===== src/ssr_pkg.sv =====
/*
 * Shared definitions for the stream register subsystem.
 * Widths, mover count, credit depth, register map and config layout,
 * plus the packed structs for memory, lane and status traffic.
 */

package ssr_pkg;

  // Datapath widths
  localparam int unsigned ADDR_WIDTH = 32;
  localparam int unsigned DATA_WIDTH = 32;

  // Number of data movers and read buffer depth per mover
  localparam int unsigned NUM_SSRS     = 2;
  localparam int unsigned DATA_CREDITS = 4;
  localparam int unsigned CREDIT_WIDTH = $clog2(DATA_CREDITS + 1);
  localparam int unsigned PTR_WIDTH    = $clog2(DATA_CREDITS);

  // Core register served by each mover
  localparam logic [NUM_SSRS-1:0][4:0] SSR_REGS = {5'd1, 5'd0};

  // Config word fields: upper bits pick the mover, lower bits the register
  localparam int unsigned CFG_SEL_MSB = 11;
  localparam int unsigned CFG_SEL_LSB = 7;
  localparam logic [4:0]  CFG_BROADCAST = 5'h1f;

  // Register map inside one mover
  localparam logic [4:0] CFG_REG_STATUS = 5'd0;
  localparam logic [4:0] CFG_REG_BOUND  = 5'd1;
  localparam logic [4:0] CFG_REG_STRIDE = 5'd2;
  localparam logic [4:0] CFG_REG_BASE   = 5'd3;

  typedef logic [ADDR_WIDTH-1:0] addr_t;
  typedef logic [DATA_WIDTH-1:0] data_t;

  // STATUS register layout, same for read and write
  // Writes only use the write field, which sets the job direction
  typedef struct packed {
    logic [28:0] reserved;
    logic        write;
    logic        busy;
    logic        done;
  } cfg_status_t;

  // Memory port of one mover
  typedef struct packed {
    logic  valid;
    logic  write;
    addr_t addr;
    data_t wdata;
  } mem_req_t;

  typedef struct packed {
    logic  valid;
    data_t rdata;
  } mem_rsp_t;

  // Lane between the switch and one mover
  typedef struct packed {
    logic  valid;
    logic  write;
    data_t wdata;
  } lane_req_t;

  typedef struct packed {
    logic  ready;
    data_t rdata;
  } lane_rsp_t;

endpackage


===== src/ssr_cfg_decode.sv =====
/*
 * Configuration decoder.
 * Turns the config word into per-mover write strobes with broadcast,
 * merges write-ready and selects read data from the addressed mover.
 */

`timescale 1ns/1ps

module ssr_cfg_decode import ssr_pkg::*; (
  // Config bus from outside
  input  logic [11:0]               cfg_word_i,
  input  logic                      cfg_write_i,
  input  logic [31:0]               cfg_wdata_i,
  output logic [31:0]               cfg_rdata_o,
  output logic                      cfg_wready_o,
  // Config bus towards the movers
  output logic [4:0]                mv_word_o,
  output logic [NUM_SSRS-1:0]       mv_write_o,
  output logic [31:0]               mv_wdata_o,
  input  logic [NUM_SSRS-1:0][31:0] mv_rdata_i,
  input  logic [NUM_SSRS-1:0]       mv_wready_i
);

  logic [4:0]          sel;
  logic                sel_bcast;
  logic [NUM_SSRS-1:0] strobe;

  assign sel       = cfg_word_i[CFG_SEL_MSB:CFG_SEL_LSB];
  assign sel_bcast = (sel == CFG_BROADCAST);

  // Register index and write data go to every mover unchanged
  assign mv_word_o  = cfg_word_i[4:0];
  assign mv_wdata_o = cfg_wdata_i;

  // One strobe per mover, all of them on broadcast
  always_comb begin
    for (int i = 0; i < NUM_SSRS; i++) begin
      strobe[i] = sel_bcast || (sel == 5'(i));
    end
  end

  // Ready is the addressed mover's, the AND of all on broadcast
  // An unmapped select is always ready and has no strobe
  always_comb begin
    cfg_wready_o = 1'b1;
    if (sel_bcast) begin
      cfg_wready_o = &mv_wready_i;
    end else begin
      for (int i = 0; i < NUM_SSRS; i++) begin
        if (sel == 5'(i)) begin
          cfg_wready_o = mv_wready_i[i];
        end
      end
    end
  end

  // Writes only reach the movers once the whole target is ready
  assign mv_write_o = strobe & {NUM_SSRS{cfg_write_i & cfg_wready_o}};

  // Read data of the selected mover, zero for unmapped or broadcast
  always_comb begin
    cfg_rdata_o = '0;
    for (int i = 0; i < NUM_SSRS; i++) begin
      if (sel == 5'(i)) begin
        cfg_rdata_o = mv_rdata_i[i];
      end
    end
  end

endmodule


===== src/ssr_data_mover.sv =====
/*
 * Data mover for one stream register.
 * Holds the job registers, walks base/stride/bound addresses, issues
 * credit-limited reads into a small response buffer and forwards writes.
 */

`timescale 1ns/1ps

module ssr_data_mover import ssr_pkg::*; (
  input  logic        clk_i,
  input  logic        rst_i,
  // Config access
  input  logic [4:0]  cfg_word_i,
  input  logic        cfg_write_i,
  input  logic [31:0] cfg_wdata_i,
  output logic [31:0] cfg_rdata_o,
  output logic        cfg_wready_o,
  // Lane from the switch
  input  lane_req_t   lane_req_i,
  output lane_rsp_t   lane_rsp_o,
  // Memory port
  output mem_req_t    mem_req_o,
  input  mem_rsp_t    mem_rsp_i
);

  // Job configuration and address state
  addr_t       base_q;
  addr_t       stride_q;
  addr_t       addr_q;
  addr_t       rd_addr_q;
  logic [31:0] bound_q;
  logic [31:0] iss_idx_q;
  logic [31:0] cmp_idx_q;

  // Job control
  logic write_q;
  logic busy_q;
  logic done_q;
  logic iss_end_q;
  logic rd_req_valid_q;
  logic rd_rsp_exp_q;

  // Credits and read buffer
  logic [CREDIT_WIDTH-1:0] credit_q;
  logic [CREDIT_WIDTH-1:0] fill_q;
  logic [PTR_WIDTH-1:0]    wr_ptr_q;
  logic [PTR_WIDTH-1:0]    rd_ptr_q;
  data_t                   buf_q [DATA_CREDITS];

  cfg_status_t status_wr;
  cfg_status_t status_rd;
  logic        cfg_we;
  logic        job_start;
  logic        wr_lane_ok;
  logic        rd_issue;
  logic        wr_fire;
  logic        rd_pop;
  logic        rsp_push;
  logic        issue;
  logic        complete;

  // A new job is only taken while idle
  assign cfg_wready_o = ~busy_q;
  assign cfg_we       = cfg_write_i & ~busy_q;
  assign status_wr    = cfg_wdata_i;
  assign job_start    = cfg_we && (cfg_word_i == CFG_REG_STATUS);

  assign rd_issue   = busy_q & ~write_q & ~iss_end_q & (credit_q != '0);
  assign wr_lane_ok = busy_q & write_q & ~iss_end_q;
  assign wr_fire    = lane_req_i.valid & lane_req_i.write & wr_lane_ok;
  assign rd_pop     = lane_req_i.valid & ~lane_req_i.write & (fill_q != '0);
  assign rsp_push   = rd_rsp_exp_q & mem_rsp_i.valid;
  assign issue      = rd_issue | wr_fire;
  assign complete   = rd_pop | wr_fire;

  always_ff @(posedge clk_i) begin
    if (cfg_we) begin
      case (cfg_word_i)
        CFG_REG_BOUND:  bound_q  <= cfg_wdata_i;
        CFG_REG_STRIDE: stride_q <= cfg_wdata_i;
        CFG_REG_BASE:   base_q   <= cfg_wdata_i;
        default: ;
      endcase
    end
  end

  // Busy from start until the last element completes, then done
  always_ff @(posedge clk_i) begin
    if (rst_i) begin
      busy_q    <= 1'b0;
      done_q    <= 1'b0;
      write_q   <= 1'b0;
      iss_end_q <= 1'b0;
    end else if (job_start) begin
      busy_q    <= 1'b1;
      done_q    <= 1'b0;
      write_q   <= status_wr.write;
      iss_end_q <= 1'b0;
    end else begin
      if (issue && (iss_idx_q == bound_q)) begin
        iss_end_q <= 1'b1;
      end
      if (complete && (cmp_idx_q == bound_q)) begin
        busy_q <= 1'b0;
        done_q <= 1'b1;
      end
    end
  end

  // Address generator and element counters
  always_ff @(posedge clk_i) begin
    if (job_start) begin
      addr_q    <= base_q;
      iss_idx_q <= '0;
      cmp_idx_q <= '0;
    end else begin
      if (issue) begin
        addr_q    <= addr_q + stride_q;
        iss_idx_q <= iss_idx_q + 1'b1;
      end
      if (complete) begin
        cmp_idx_q <= cmp_idx_q + 1'b1;
      end
    end
    if (rd_issue) begin
      rd_addr_q <= addr_q;
    end
  end

  // Read requests leave one cycle after issue, data returns one cycle later
  always_ff @(posedge clk_i) begin
    if (rst_i) begin
      rd_req_valid_q <= 1'b0;
      rd_rsp_exp_q   <= 1'b0;
      credit_q       <= CREDIT_WIDTH'(DATA_CREDITS);
    end else begin
      rd_req_valid_q <= rd_issue;
      rd_rsp_exp_q   <= rd_req_valid_q;
      if (rd_issue && !rd_pop) begin
        credit_q <= credit_q - 1'b1;
      end else if (!rd_issue && rd_pop) begin
        credit_q <= credit_q + 1'b1;
      end
    end
  end

  // Response buffer, cannot overflow since every entry holds a credit
  always_ff @(posedge clk_i) begin
    if (rst_i) begin
      wr_ptr_q <= '0;
      rd_ptr_q <= '0;
      fill_q   <= '0;
    end else begin
      if (rsp_push) begin
        wr_ptr_q <= wr_ptr_q + 1'b1;
      end
      if (rd_pop) begin
        rd_ptr_q <= rd_ptr_q + 1'b1;
      end
      if (rsp_push && !rd_pop) begin
        fill_q <= fill_q + 1'b1;
      end else if (!rsp_push && rd_pop) begin
        fill_q <= fill_q - 1'b1;
      end
    end
  end

  always_ff @(posedge clk_i) begin
    if (rsp_push) begin
      buf_q[wr_ptr_q] <= mem_rsp_i.rdata;
    end
  end

  assign lane_rsp_o.ready = lane_req_i.write ? wr_lane_ok : (fill_q != '0);
  assign lane_rsp_o.rdata = buf_q[rd_ptr_q];

  // Write jobs go straight to memory at the current address
  always_comb begin
    mem_req_o = '0;
    if (write_q) begin
      mem_req_o.valid = wr_fire;
      mem_req_o.write = 1'b1;
      mem_req_o.addr  = addr_q;
      mem_req_o.wdata = lane_req_i.wdata;
    end else begin
      mem_req_o.valid = rd_req_valid_q;
      mem_req_o.addr  = rd_addr_q;
    end
  end

  always_comb begin
    status_rd       = '0;
    status_rd.done  = done_q;
    status_rd.busy  = busy_q;
    status_rd.write = write_q;
    case (cfg_word_i)
      CFG_REG_STATUS: cfg_rdata_o = status_rd;
      CFG_REG_BOUND:  cfg_rdata_o = bound_q;
      CFG_REG_STRIDE: cfg_rdata_o = stride_q;
      CFG_REG_BASE:   cfg_rdata_o = base_q;
      default:        cfg_rdata_o = '0;
    endcase
  end

endmodule


===== src/ssr_streamer.sv =====
/*
 * Stream register subsystem top level.
 * Joins the config decoder, one data mover per stream register and the
 * register switch; exposes config, core and memory ports.
 */

`timescale 1ns/1ps

module ssr_streamer import ssr_pkg::*; (
  input  logic                     clk_i,
  input  logic                     rst_i,
  // Config bus
  input  logic [11:0]              cfg_word_i,
  input  logic                     cfg_write_i,
  input  logic [31:0]              cfg_wdata_i,
  output logic [31:0]              cfg_rdata_o,
  output logic                     cfg_wready_o,
  // Core streams
  input  logic [4:0]               ssr_raddr_i,
  input  logic                     ssr_rvalid_i,
  output logic                     ssr_rready_o,
  output data_t                    ssr_rdata_o,
  input  logic [4:0]               ssr_waddr_i,
  input  logic                     ssr_wvalid_i,
  input  data_t                    ssr_wdata_i,
  output logic                     ssr_wready_o,
  // Memory ports, one per mover
  output mem_req_t [NUM_SSRS-1:0]  mem_req_o,
  input  mem_rsp_t [NUM_SSRS-1:0]  mem_rsp_i
);

  logic [4:0]                mv_word;
  logic [NUM_SSRS-1:0]       mv_write;
  logic [31:0]               mv_wdata;
  logic [NUM_SSRS-1:0][31:0] mv_rdata;
  logic [NUM_SSRS-1:0]       mv_wready;
  lane_req_t [NUM_SSRS-1:0]  lane_req;
  lane_rsp_t [NUM_SSRS-1:0]  lane_rsp;

  ssr_cfg_decode u_cfg_decode (
    .cfg_word_i   ( cfg_word_i   ),
    .cfg_write_i  ( cfg_write_i  ),
    .cfg_wdata_i  ( cfg_wdata_i  ),
    .cfg_rdata_o  ( cfg_rdata_o  ),
    .cfg_wready_o ( cfg_wready_o ),
    .mv_word_o    ( mv_word      ),
    .mv_write_o   ( mv_write     ),
    .mv_wdata_o   ( mv_wdata     ),
    .mv_rdata_i   ( mv_rdata     ),
    .mv_wready_i  ( mv_wready    )
  );

  for (genvar i = 0; i < NUM_SSRS; i++) begin : gen_movers
    ssr_data_mover u_mover (
      .clk_i        ( clk_i         ),
      .rst_i        ( rst_i         ),
      .cfg_word_i   ( mv_word       ),
      .cfg_write_i  ( mv_write[i]   ),
      .cfg_wdata_i  ( mv_wdata      ),
      .cfg_rdata_o  ( mv_rdata[i]   ),
      .cfg_wready_o ( mv_wready[i]  ),
      .lane_req_i   ( lane_req[i]   ),
      .lane_rsp_o   ( lane_rsp[i]   ),
      .mem_req_o    ( mem_req_o[i]  ),
      .mem_rsp_i    ( mem_rsp_i[i]  )
    );
  end

  ssr_switch u_switch (
    .ssr_raddr_i  ( ssr_raddr_i  ),
    .ssr_rvalid_i ( ssr_rvalid_i ),
    .ssr_rready_o ( ssr_rready_o ),
    .ssr_rdata_o  ( ssr_rdata_o  ),
    .ssr_waddr_i  ( ssr_waddr_i  ),
    .ssr_wvalid_i ( ssr_wvalid_i ),
    .ssr_wdata_i  ( ssr_wdata_i  ),
    .ssr_wready_o ( ssr_wready_o ),
    .lane_req_o   ( lane_req     ),
    .lane_rsp_i   ( lane_rsp     )
  );

endmodule


===== src/ssr_switch.sv =====
/*
 * Register switch.
 * Steers the core read and write ports onto the lane of the mover that
 * serves the addressed register and returns that lane's ready and data.
 */

`timescale 1ns/1ps

module ssr_switch import ssr_pkg::*; (
  // Core read port
  input  logic [4:0]                ssr_raddr_i,
  input  logic                      ssr_rvalid_i,
  output logic                      ssr_rready_o,
  output data_t                     ssr_rdata_o,
  // Core write port
  input  logic [4:0]                ssr_waddr_i,
  input  logic                      ssr_wvalid_i,
  input  data_t                     ssr_wdata_i,
  output logic                      ssr_wready_o,
  // Lanes to the movers
  output lane_req_t [NUM_SSRS-1:0]  lane_req_o,
  input  lane_rsp_t [NUM_SSRS-1:0]  lane_rsp_i
);

  logic [NUM_SSRS-1:0] r_match;
  logic [NUM_SSRS-1:0] w_match;
  logic [NUM_SSRS-1:0] r_hit;
  logic [NUM_SSRS-1:0] w_hit;

  always_comb begin
    for (int i = 0; i < NUM_SSRS; i++) begin
      r_match[i] = (ssr_raddr_i == SSR_REGS[i]);
      w_match[i] = (ssr_waddr_i == SSR_REGS[i]);
      r_hit[i]   = r_match[i] & ssr_rvalid_i;
      w_hit[i]   = w_match[i] & ssr_wvalid_i;
    end
  end

  // Write port takes the lane when both ports hit the same mover
  always_comb begin
    for (int i = 0; i < NUM_SSRS; i++) begin
      lane_req_o[i].valid = r_hit[i] | w_hit[i];
      lane_req_o[i].write = w_hit[i];
      lane_req_o[i].wdata = ssr_wdata_i;
    end
  end

  // Unmapped registers match no lane and never see ready
  always_comb begin
    ssr_rready_o = 1'b0;
    ssr_rdata_o  = '0;
    ssr_wready_o = 1'b0;
    for (int i = 0; i < NUM_SSRS; i++) begin
      if (r_match[i]) begin
        ssr_rready_o = lane_rsp_i[i].ready & ~w_hit[i];
        ssr_rdata_o  = lane_rsp_i[i].rdata;
      end
      if (w_match[i]) begin
        ssr_wready_o = lane_rsp_i[i].ready & w_hit[i];
      end
    end
  end

endmodule


===== config.mk =====
export PLATFORM = sky130hd
export DESIGN_NAME = ssr_streamer
export DESIGN_NICKNAME = d
export VERILOG_FILES = /design/src/ssr_pkg.sv /design/src/ssr_cfg_decode.sv /design/src/ssr_data_mover.sv /design/src/ssr_streamer.sv /design/src/ssr_switch.sv
export SDC_FILE = /design/constraint.sdc
export NUM_CORES = 1
export LEC_CHECK = 0
export ABC_CLOCK_PERIOD_IN_PS = 6200
export BUFFER_PORTS_ARGS = -buffer_cell sky130_fd_sc_hd__buf_2
export CORE_UTILIZATION = 45
export DETAILED_ROUTE_END_ITERATION = 10
export PLACE_DENSITY = 0.66
export SLEW_MARGIN = 20
export SYNTH_ARGS = -nofsm -noshare
export SYNTH_HDL_FRONTEND = slang
export SYNTH_HIERARCHICAL = 1
export SYNTH_SLANG_ARGS = --single-unit

===== constraint.sdc =====
create_clock -name clk_i -period 6.2 [get_ports clk_i]
set_clock_uncertainty 0.2 [all_clocks]
set_input_delay 0.93 -clock clk_i [delete_from_list [all_inputs] [get_ports clk_i]]
set_output_delay 0.93 -clock clk_i [all_outputs]
set_load 0.01 [all_outputs]

# --- Yosys cells after proc, flatten, opt, wreduce, memory -nomap -nowiden ---
# Memories as Yosys holds them, arrays and structs flattened. A register that Yosys moved wholly into a read port is not among the register bits.
# Cells that the tools add are included.
op_classes:
  n_addsub: 18
  reduce_logical: 47
  mux: 47
  n_eq_ne: 11
  bitwise_logic: 46
op_table:
  columns: ["operator", "n"]
  rows:
  - ["2-to-1 mux 32 bit", 12]
  - ["one-hot mux 32 bit (4 select lines)", 2]
  - ["adder 32 x 1 -> 32 bit (second input constant)", 4]
  - ["== test 32 bit", 4]
  - ["adder 32 bit", 2]
  - ["AND 1 bit", 31]
  - ["2-to-1 mux 3 bit", 8]
  - ["2-to-1 mux 1 bit", 21]
  - ["== test 5 x 1 -> 1 bit (second input constant)", 4]
  - ["zero test 5 bit", 4]
  - ["nonzero test 2 bit", 8]
  - ["logical AND 1 bit", 14]
  - ["AND reduction 2 bit", 7]
  - ["adder 3 x 1 -> 3 bit (second input constant)", 4]
  - ["nonzero test 3 bit", 4]
  - ["subtractor 3 x 1 -> 3 bit (second input constant)", 4]
  - ["== test 5 x 2 -> 1 bit (second input constant)", 2]
  - ["adder 2 x 1 -> 2 bit (second input constant)", 4]
  - ["2-to-1 mux 2 bit", 4]
  - ["NOT 1 bit", 8]
  - ["zero test 1 bit", 6]
  - ["OR 1 bit", 6]
  - ["== test 5 bit (second input constant)", 1]
  - ["OR reduction 2 bit", 2]
  - ["other kinds (2)", 3]
word_totals:
  inputBits: 157
  register_bits: 480
  mem_bits_rw: 256
  output_inout_bits: 199
  n_memories: 2
mem_list:
  columns: ["memory", "words", "word_bits", "rd", "rd_ports_with_merged_regs", "write_ports", "line_no", "source"]
  rows:
  - ["gen_movers[0].u_mover.buf_q", 4, 32, 1, 1, 1, "ssr_data_mover.sv:48", "data_t buf_q [DATA_CREDITS];"]
  - ["gen_movers[1].u_mover.buf_q", 4, 32, 1, 1, 1, "ssr_data_mover.sv:48", null]

# --- Longest topological paths before layout ---
logic_depth:
  word_depth: 9
  depth_mapped: 15
  mapped_depth_nobuf: 11

# --- Cells and area by module ---
# The synthesis kept the hierarchy.
by_module_without_submodules:
  columns: ["module", "n_inst", "cells_per_inst", "area_per_inst_um2"]
  rows:
  - ["ssr_data_mover at gen_movers[1].u_mover", 1, 1339, 17120.2]
  - ["ssr_data_mover at gen_movers[0].u_mover", 1, 1348, 17076.4]
  - ["ssr_switch", 1, 118, 993.5]
  - ["ssr_cfg_decode", 1, 91, 768.2]

# --- Worst setup path before layout ---
# Ideal clock, no wire load.
synth_timing:
  path_type: "input-to-reg"
  from: "input cfg_word_i[10]"
  to: "register gen_movers[0].u_mover.stride_q[0] (enable)"
  required_ns: 5.532
  cell_stages: 5
  slack_ns: 1.200
  t_arrival_ns: 4.333
  path_cell_list: "or4_4 -> o32ai_1 -> and3_1 -> nand3_1 -> nor3b_1"
synth_via:
  elab_chain_cells: 8
  elab_cells_between_ends: 11
  cone_classes: "eq/ne (2); mux (3); bitwise (3); reduce/logical (3)"
synth_lines:
  columns: ["item", "line_no", "source"]
  rows:
  - ["start: declaration", "ssr_streamer.sv:13", "input logic [11:0] cfg_word_i,"]
  - ["zero test 5 bit", "ssr_cfg_decode.sv:38, ssr_cfg_decode.sv:50", null]
  - ["2-to-1 mux 1 bit (2 in series)", "ssr_cfg_decode.sv:50", "if (sel == 5'(i)) begin"]
  - ["2-to-1 mux 1 bit", "ssr_cfg_decode.sv:46", "if (sel_bcast) begin"]
  - ["AND 1 bit", "ssr_cfg_decode.sv:58", "assign mv_write_o = strobe & {NUM_SSRS{cfg_write_i & cfg_wready_o}};"]
  - ["AND 2 bit (*)", "ssr_cfg_decode.sv:58", null]
  - ["net mv_write[0]", "ssr_streamer.sv:33", "logic [NUM_SSRS-1:0] mv_write;"]
  - ["AND 1 bit (*)", "ssr_data_mover.sv:64", "assign cfg_we = cfg_write_i & ~busy_q;"]
  - ["AND reduction 2 bit (no source line) (*)", null, null]
  - ["end signal: assignment", "ssr_data_mover.sv:80", "CFG_REG_STRIDE: stride_q <= cfg_wdata_i;"]
  - ["end: declaration", "ssr_data_mover.sv:28", "addr_t stride_q;"]
# Mark *: on every way through the listed nets, which the timed path passes. The rest lies on a longest branch.
# A chain may end at the register's enable or synchronous reset.

==> out/qor.yml <==
grt_util_met2_pct: 37.9
yosys-top-cells-area: "edfxtp_1 48%, dfxtp_1 9.1%, xor2_1 5.8%"
routabilityCongestion: 0.923
clk_pin_slew_ns: 0.06
grt_max_degree: 73
total_leakage_power_nw: 15.4
cts-root-buf: "clkbuf_16"
worst_pin_slew_ns: 1.05
dp_hpwl_um: 70300
clockBufferDepth: 3
ys.flop_type: "edfxtp_1"
rr_worst_depth: 8
grt_pass1_vias: 22984
ant_nets: 0
drtIter0Drc: 2244
outcome: "finished clean"
placed_cell_area_um2: 38000
rr_endpoint: "gen_movers[0].u_mover/iss_idx_q[16]$_SDFFE_PP0P_"
r2r_setup_slack_ns: 2.47
synth_nets: 3137
synth_top_area_cell: "edfxtp_1"
use_met3_pct: 5.57
cts_setup_buffers: 0
seq_area_frac_synth_pct: 57.2
design_area_um2: 40800
hp-class: "reg -> reg"
area_delta_synth_final_pct: 13.4
cp_max_fo: 22
fmax_mhz: 210
grt_busiest_layer: "met2"
grtUsageMet1_pct: 31.6
min_from: "gen_movers[1].u_mover/rd_req_valid_q$_SDFF_PP0_"
synth_area_um2: 36000
hold_buffers: 0
synth-edff-count: 576
start_util_pct: 45.5
power-per-cell-area_nw_per_um2: 256
fin_tns_setup_ns: 0
slew_headroom_pct: 29.9
maxCapViolations: 0
die_area_um2: 81000
holdPathStages: 2
r2r-start: "gen_movers[1].u_mover/busy_q$_SDFFE_PP0P_"
worstSetupStartpointType: "input pin"
nets: 3374
grt_pass1_wl_um: 144000
worst_setup_path_end_kind: "primary output"
min_period_ns: 4.76
layout_common_cells: "576 x edfxtp_1, 353 x buf_2, 237 x xor2_1"
yosys.area.top_type_share_pct: 48.1
wl_per_cell_um: 22.8
worstPathArrival_ns: 3.63
antenna_found_initial: 24
hold_viol_final: 0
num_io_pins: 356
post-place-ws_ns: 1.54
cts_tree: "built"
drc_errors: 0
portBuffers: 353
required_ns: 5.07
async_flop_share_pct: 0
synthCells: 2896
clock-sinks: 740
synth.distinct_cells: 99
grt_overflow: 0
cts_resized: 0
vdd_drop_max_mv: 0.185
cts_buffers: 81
core-area_um2: 79000
rows: 103
worst_slack_ns: 1.44
first_pass_iters: 5
fp.dieH_um: 285
final_layout_size_suffix_gt1_share_pct: 23.0
routed_wl_um: 97200
clkLatencyLatePin_ns: 0.65
die_w_um: 285
cp-startpoint: "cfg_word_i[3]"
via_per_inst: 5.64
ctsHtreeMaxLevel: 3
period_share_pct: 76.7
final_max_slew_viol_count: 0
grt_usage_pct: 23.4
ys_seq_elements: 740
yosysWarnings: 6
min_to: "gen_movers[1].u_mover/rd_rsp_exp_q$_SDFF_PP0_"
final_common_cell: "edfxtp_1"
worstSetupPathType: "in -> out"
rsz0062_at_grt: "false"
vias: 24028
syn_avg_cell_area_um2: 12.4
setup_viol: 0
worst max-delay path by stage:
stage	endpoint	slack, ns	cells after the start
6_report	cfg_rdata_o[7]	1.44	7
5_1_grt	cfg_rdata_o[20]	1.40	8
4_1_cts	cfg_rdata_o[7]	1.54	7
3_5_place_dp	cfg_rdata_o[7]	1.54	7
3_3_place_gp	cfg_rdata_o[7]	1.58	7
2_1_floorplan	gen_movers[0].u_mover/stride_q[0]$_DFFE_PP_	1.20	5
Yosys cell counts (6+ instances only):
cell and count:
edfxtp_1 576, xor2_1 237, nand2_1 208, nor2_1 201, dfxtp_1 164, o21ai_0 119, a21oi_1 117, buf_4 105
nand3_1 93, clkbuf_1 86, ha_1 78, and2_1 75, mux2_2 65, mux4_2 64, a22o_1 61, xnor2_1 60
and3_1 57, nand4_1 48, inv_1 41, a21o_1 39, nor4_1 38, a22o_2 32, a22oi_1 32, nor3_1 26
or3_1 22, buf_1 20, a31oi_1 17, buf_2 16, mux2i_1 12, o211ai_1 11, a211oi_1 10, and4_1 9
buf_6 9, nand2b_1 8, o21bai_1 8, o211a_1 7, fa_1 6, o21ai_1 6, o31ai_1 6
cell type report:
| cell class | instances | area, um2 |
|---|---|---|
| fill | 6785 | 38200 |
| sequential | 740 | 20600 |
| multi-input combinational | 1873 | 13800 |
| clock buffer | 118 | 2330 |
| timing repair buffer | 396 | 2100 |
| tap | 1050 | 1310 |
| clock inverter | 34 | 420 |
| inverter | 41 | 154 |
| antenna | 11 | 27.5 |
state kept, by name (all words and copies together) (netlist names), named ones only:
name	count
gen_movers.u_mover/busy_q	2
gen_movers.u_mover/credit_q	6
gen_movers.u_mover/fill_q	6
gen_movers.u_mover/iss_end_q	2
gen_movers.u_mover/base_q	64
gen_movers.u_mover/done_q	2
gen_movers.u_mover/stride_q	64
gen_movers.u_mover/bound_q	64
gen_movers.u_mover/write_q	2
gen_movers.u_mover/cmp_idx_q	64
gen_movers.u_mover/rd_rsp_exp_q	2
gen_movers.u_mover/buf_q	256
gen_movers.u_mover/iss_idx_q	64
gen_movers.u_mover/rd_req_valid_q	2
gen_movers.u_mover/addr_q	64
gen_movers.u_mover/rd_ptr_q	4
gen_movers.u_mover/rd_addr_q	64
gen_movers.u_mover/wr_ptr_q	4
critical path, cell delays in order:
cell and delay (ns):
buf_2 0.13, nor3_1 0.71, and2_2 0.59, a22oi_1 0.15, o21ai_0 0.58, a22o_1 0.35, buf_2 0.18
logic make-up after synthesis:
family / count (synthesis) / share of synthesized area [%]
AOI/OAI and AO/OA: 518 / 9.88
xor gates and xnor gates: 297 / 7.23
adders and majority gates: 84 / 3.05
buffers and inverters: 283 / 4.44
DFF: 740 / 57.2
muxes: 141 / 6.38
and+or+nand+nor: 833 / 11.8
metrics by stage:
step | power [W] | std cells | utilization, % | hold WS [ns]
final | 0.0104 | 4263 | 51.6 | 0.231
after global routing | 0.0107 | 4254 | 51.6 | 0.259
after CTS | 0.0105 | 4252 | 51.6 | 0.234
after detailed placement | 0.00564 | 4100 | 48.1 | 0.226
after global placement | 0.00563 | 4100 | 48.1 | 0.219
after floorplan | 0.00557 | 2896 | - | 0.211
per-layer routing:
layer	vias up	wire length [um]
met3	126	7570
met5	-	152
met4	22	2110
met1	11853	41200
met2	846	46100
li1	11181	-
where the power goes:
| part | internal, W | leakage, nW | switching (W) | total [W] |
|---|---|---|---|---|
| clock network | 0.00285 | 1.34 | 0.00204 | 0.00489 |
| registers | 0.00533 | 6.50 | 0.00000632 | 0.00533 |
| logic | 0.0000693 | 7.53 | 0.000134 | 0.000204 |
No activity file was read; power rests on OpenSTA's default activity.
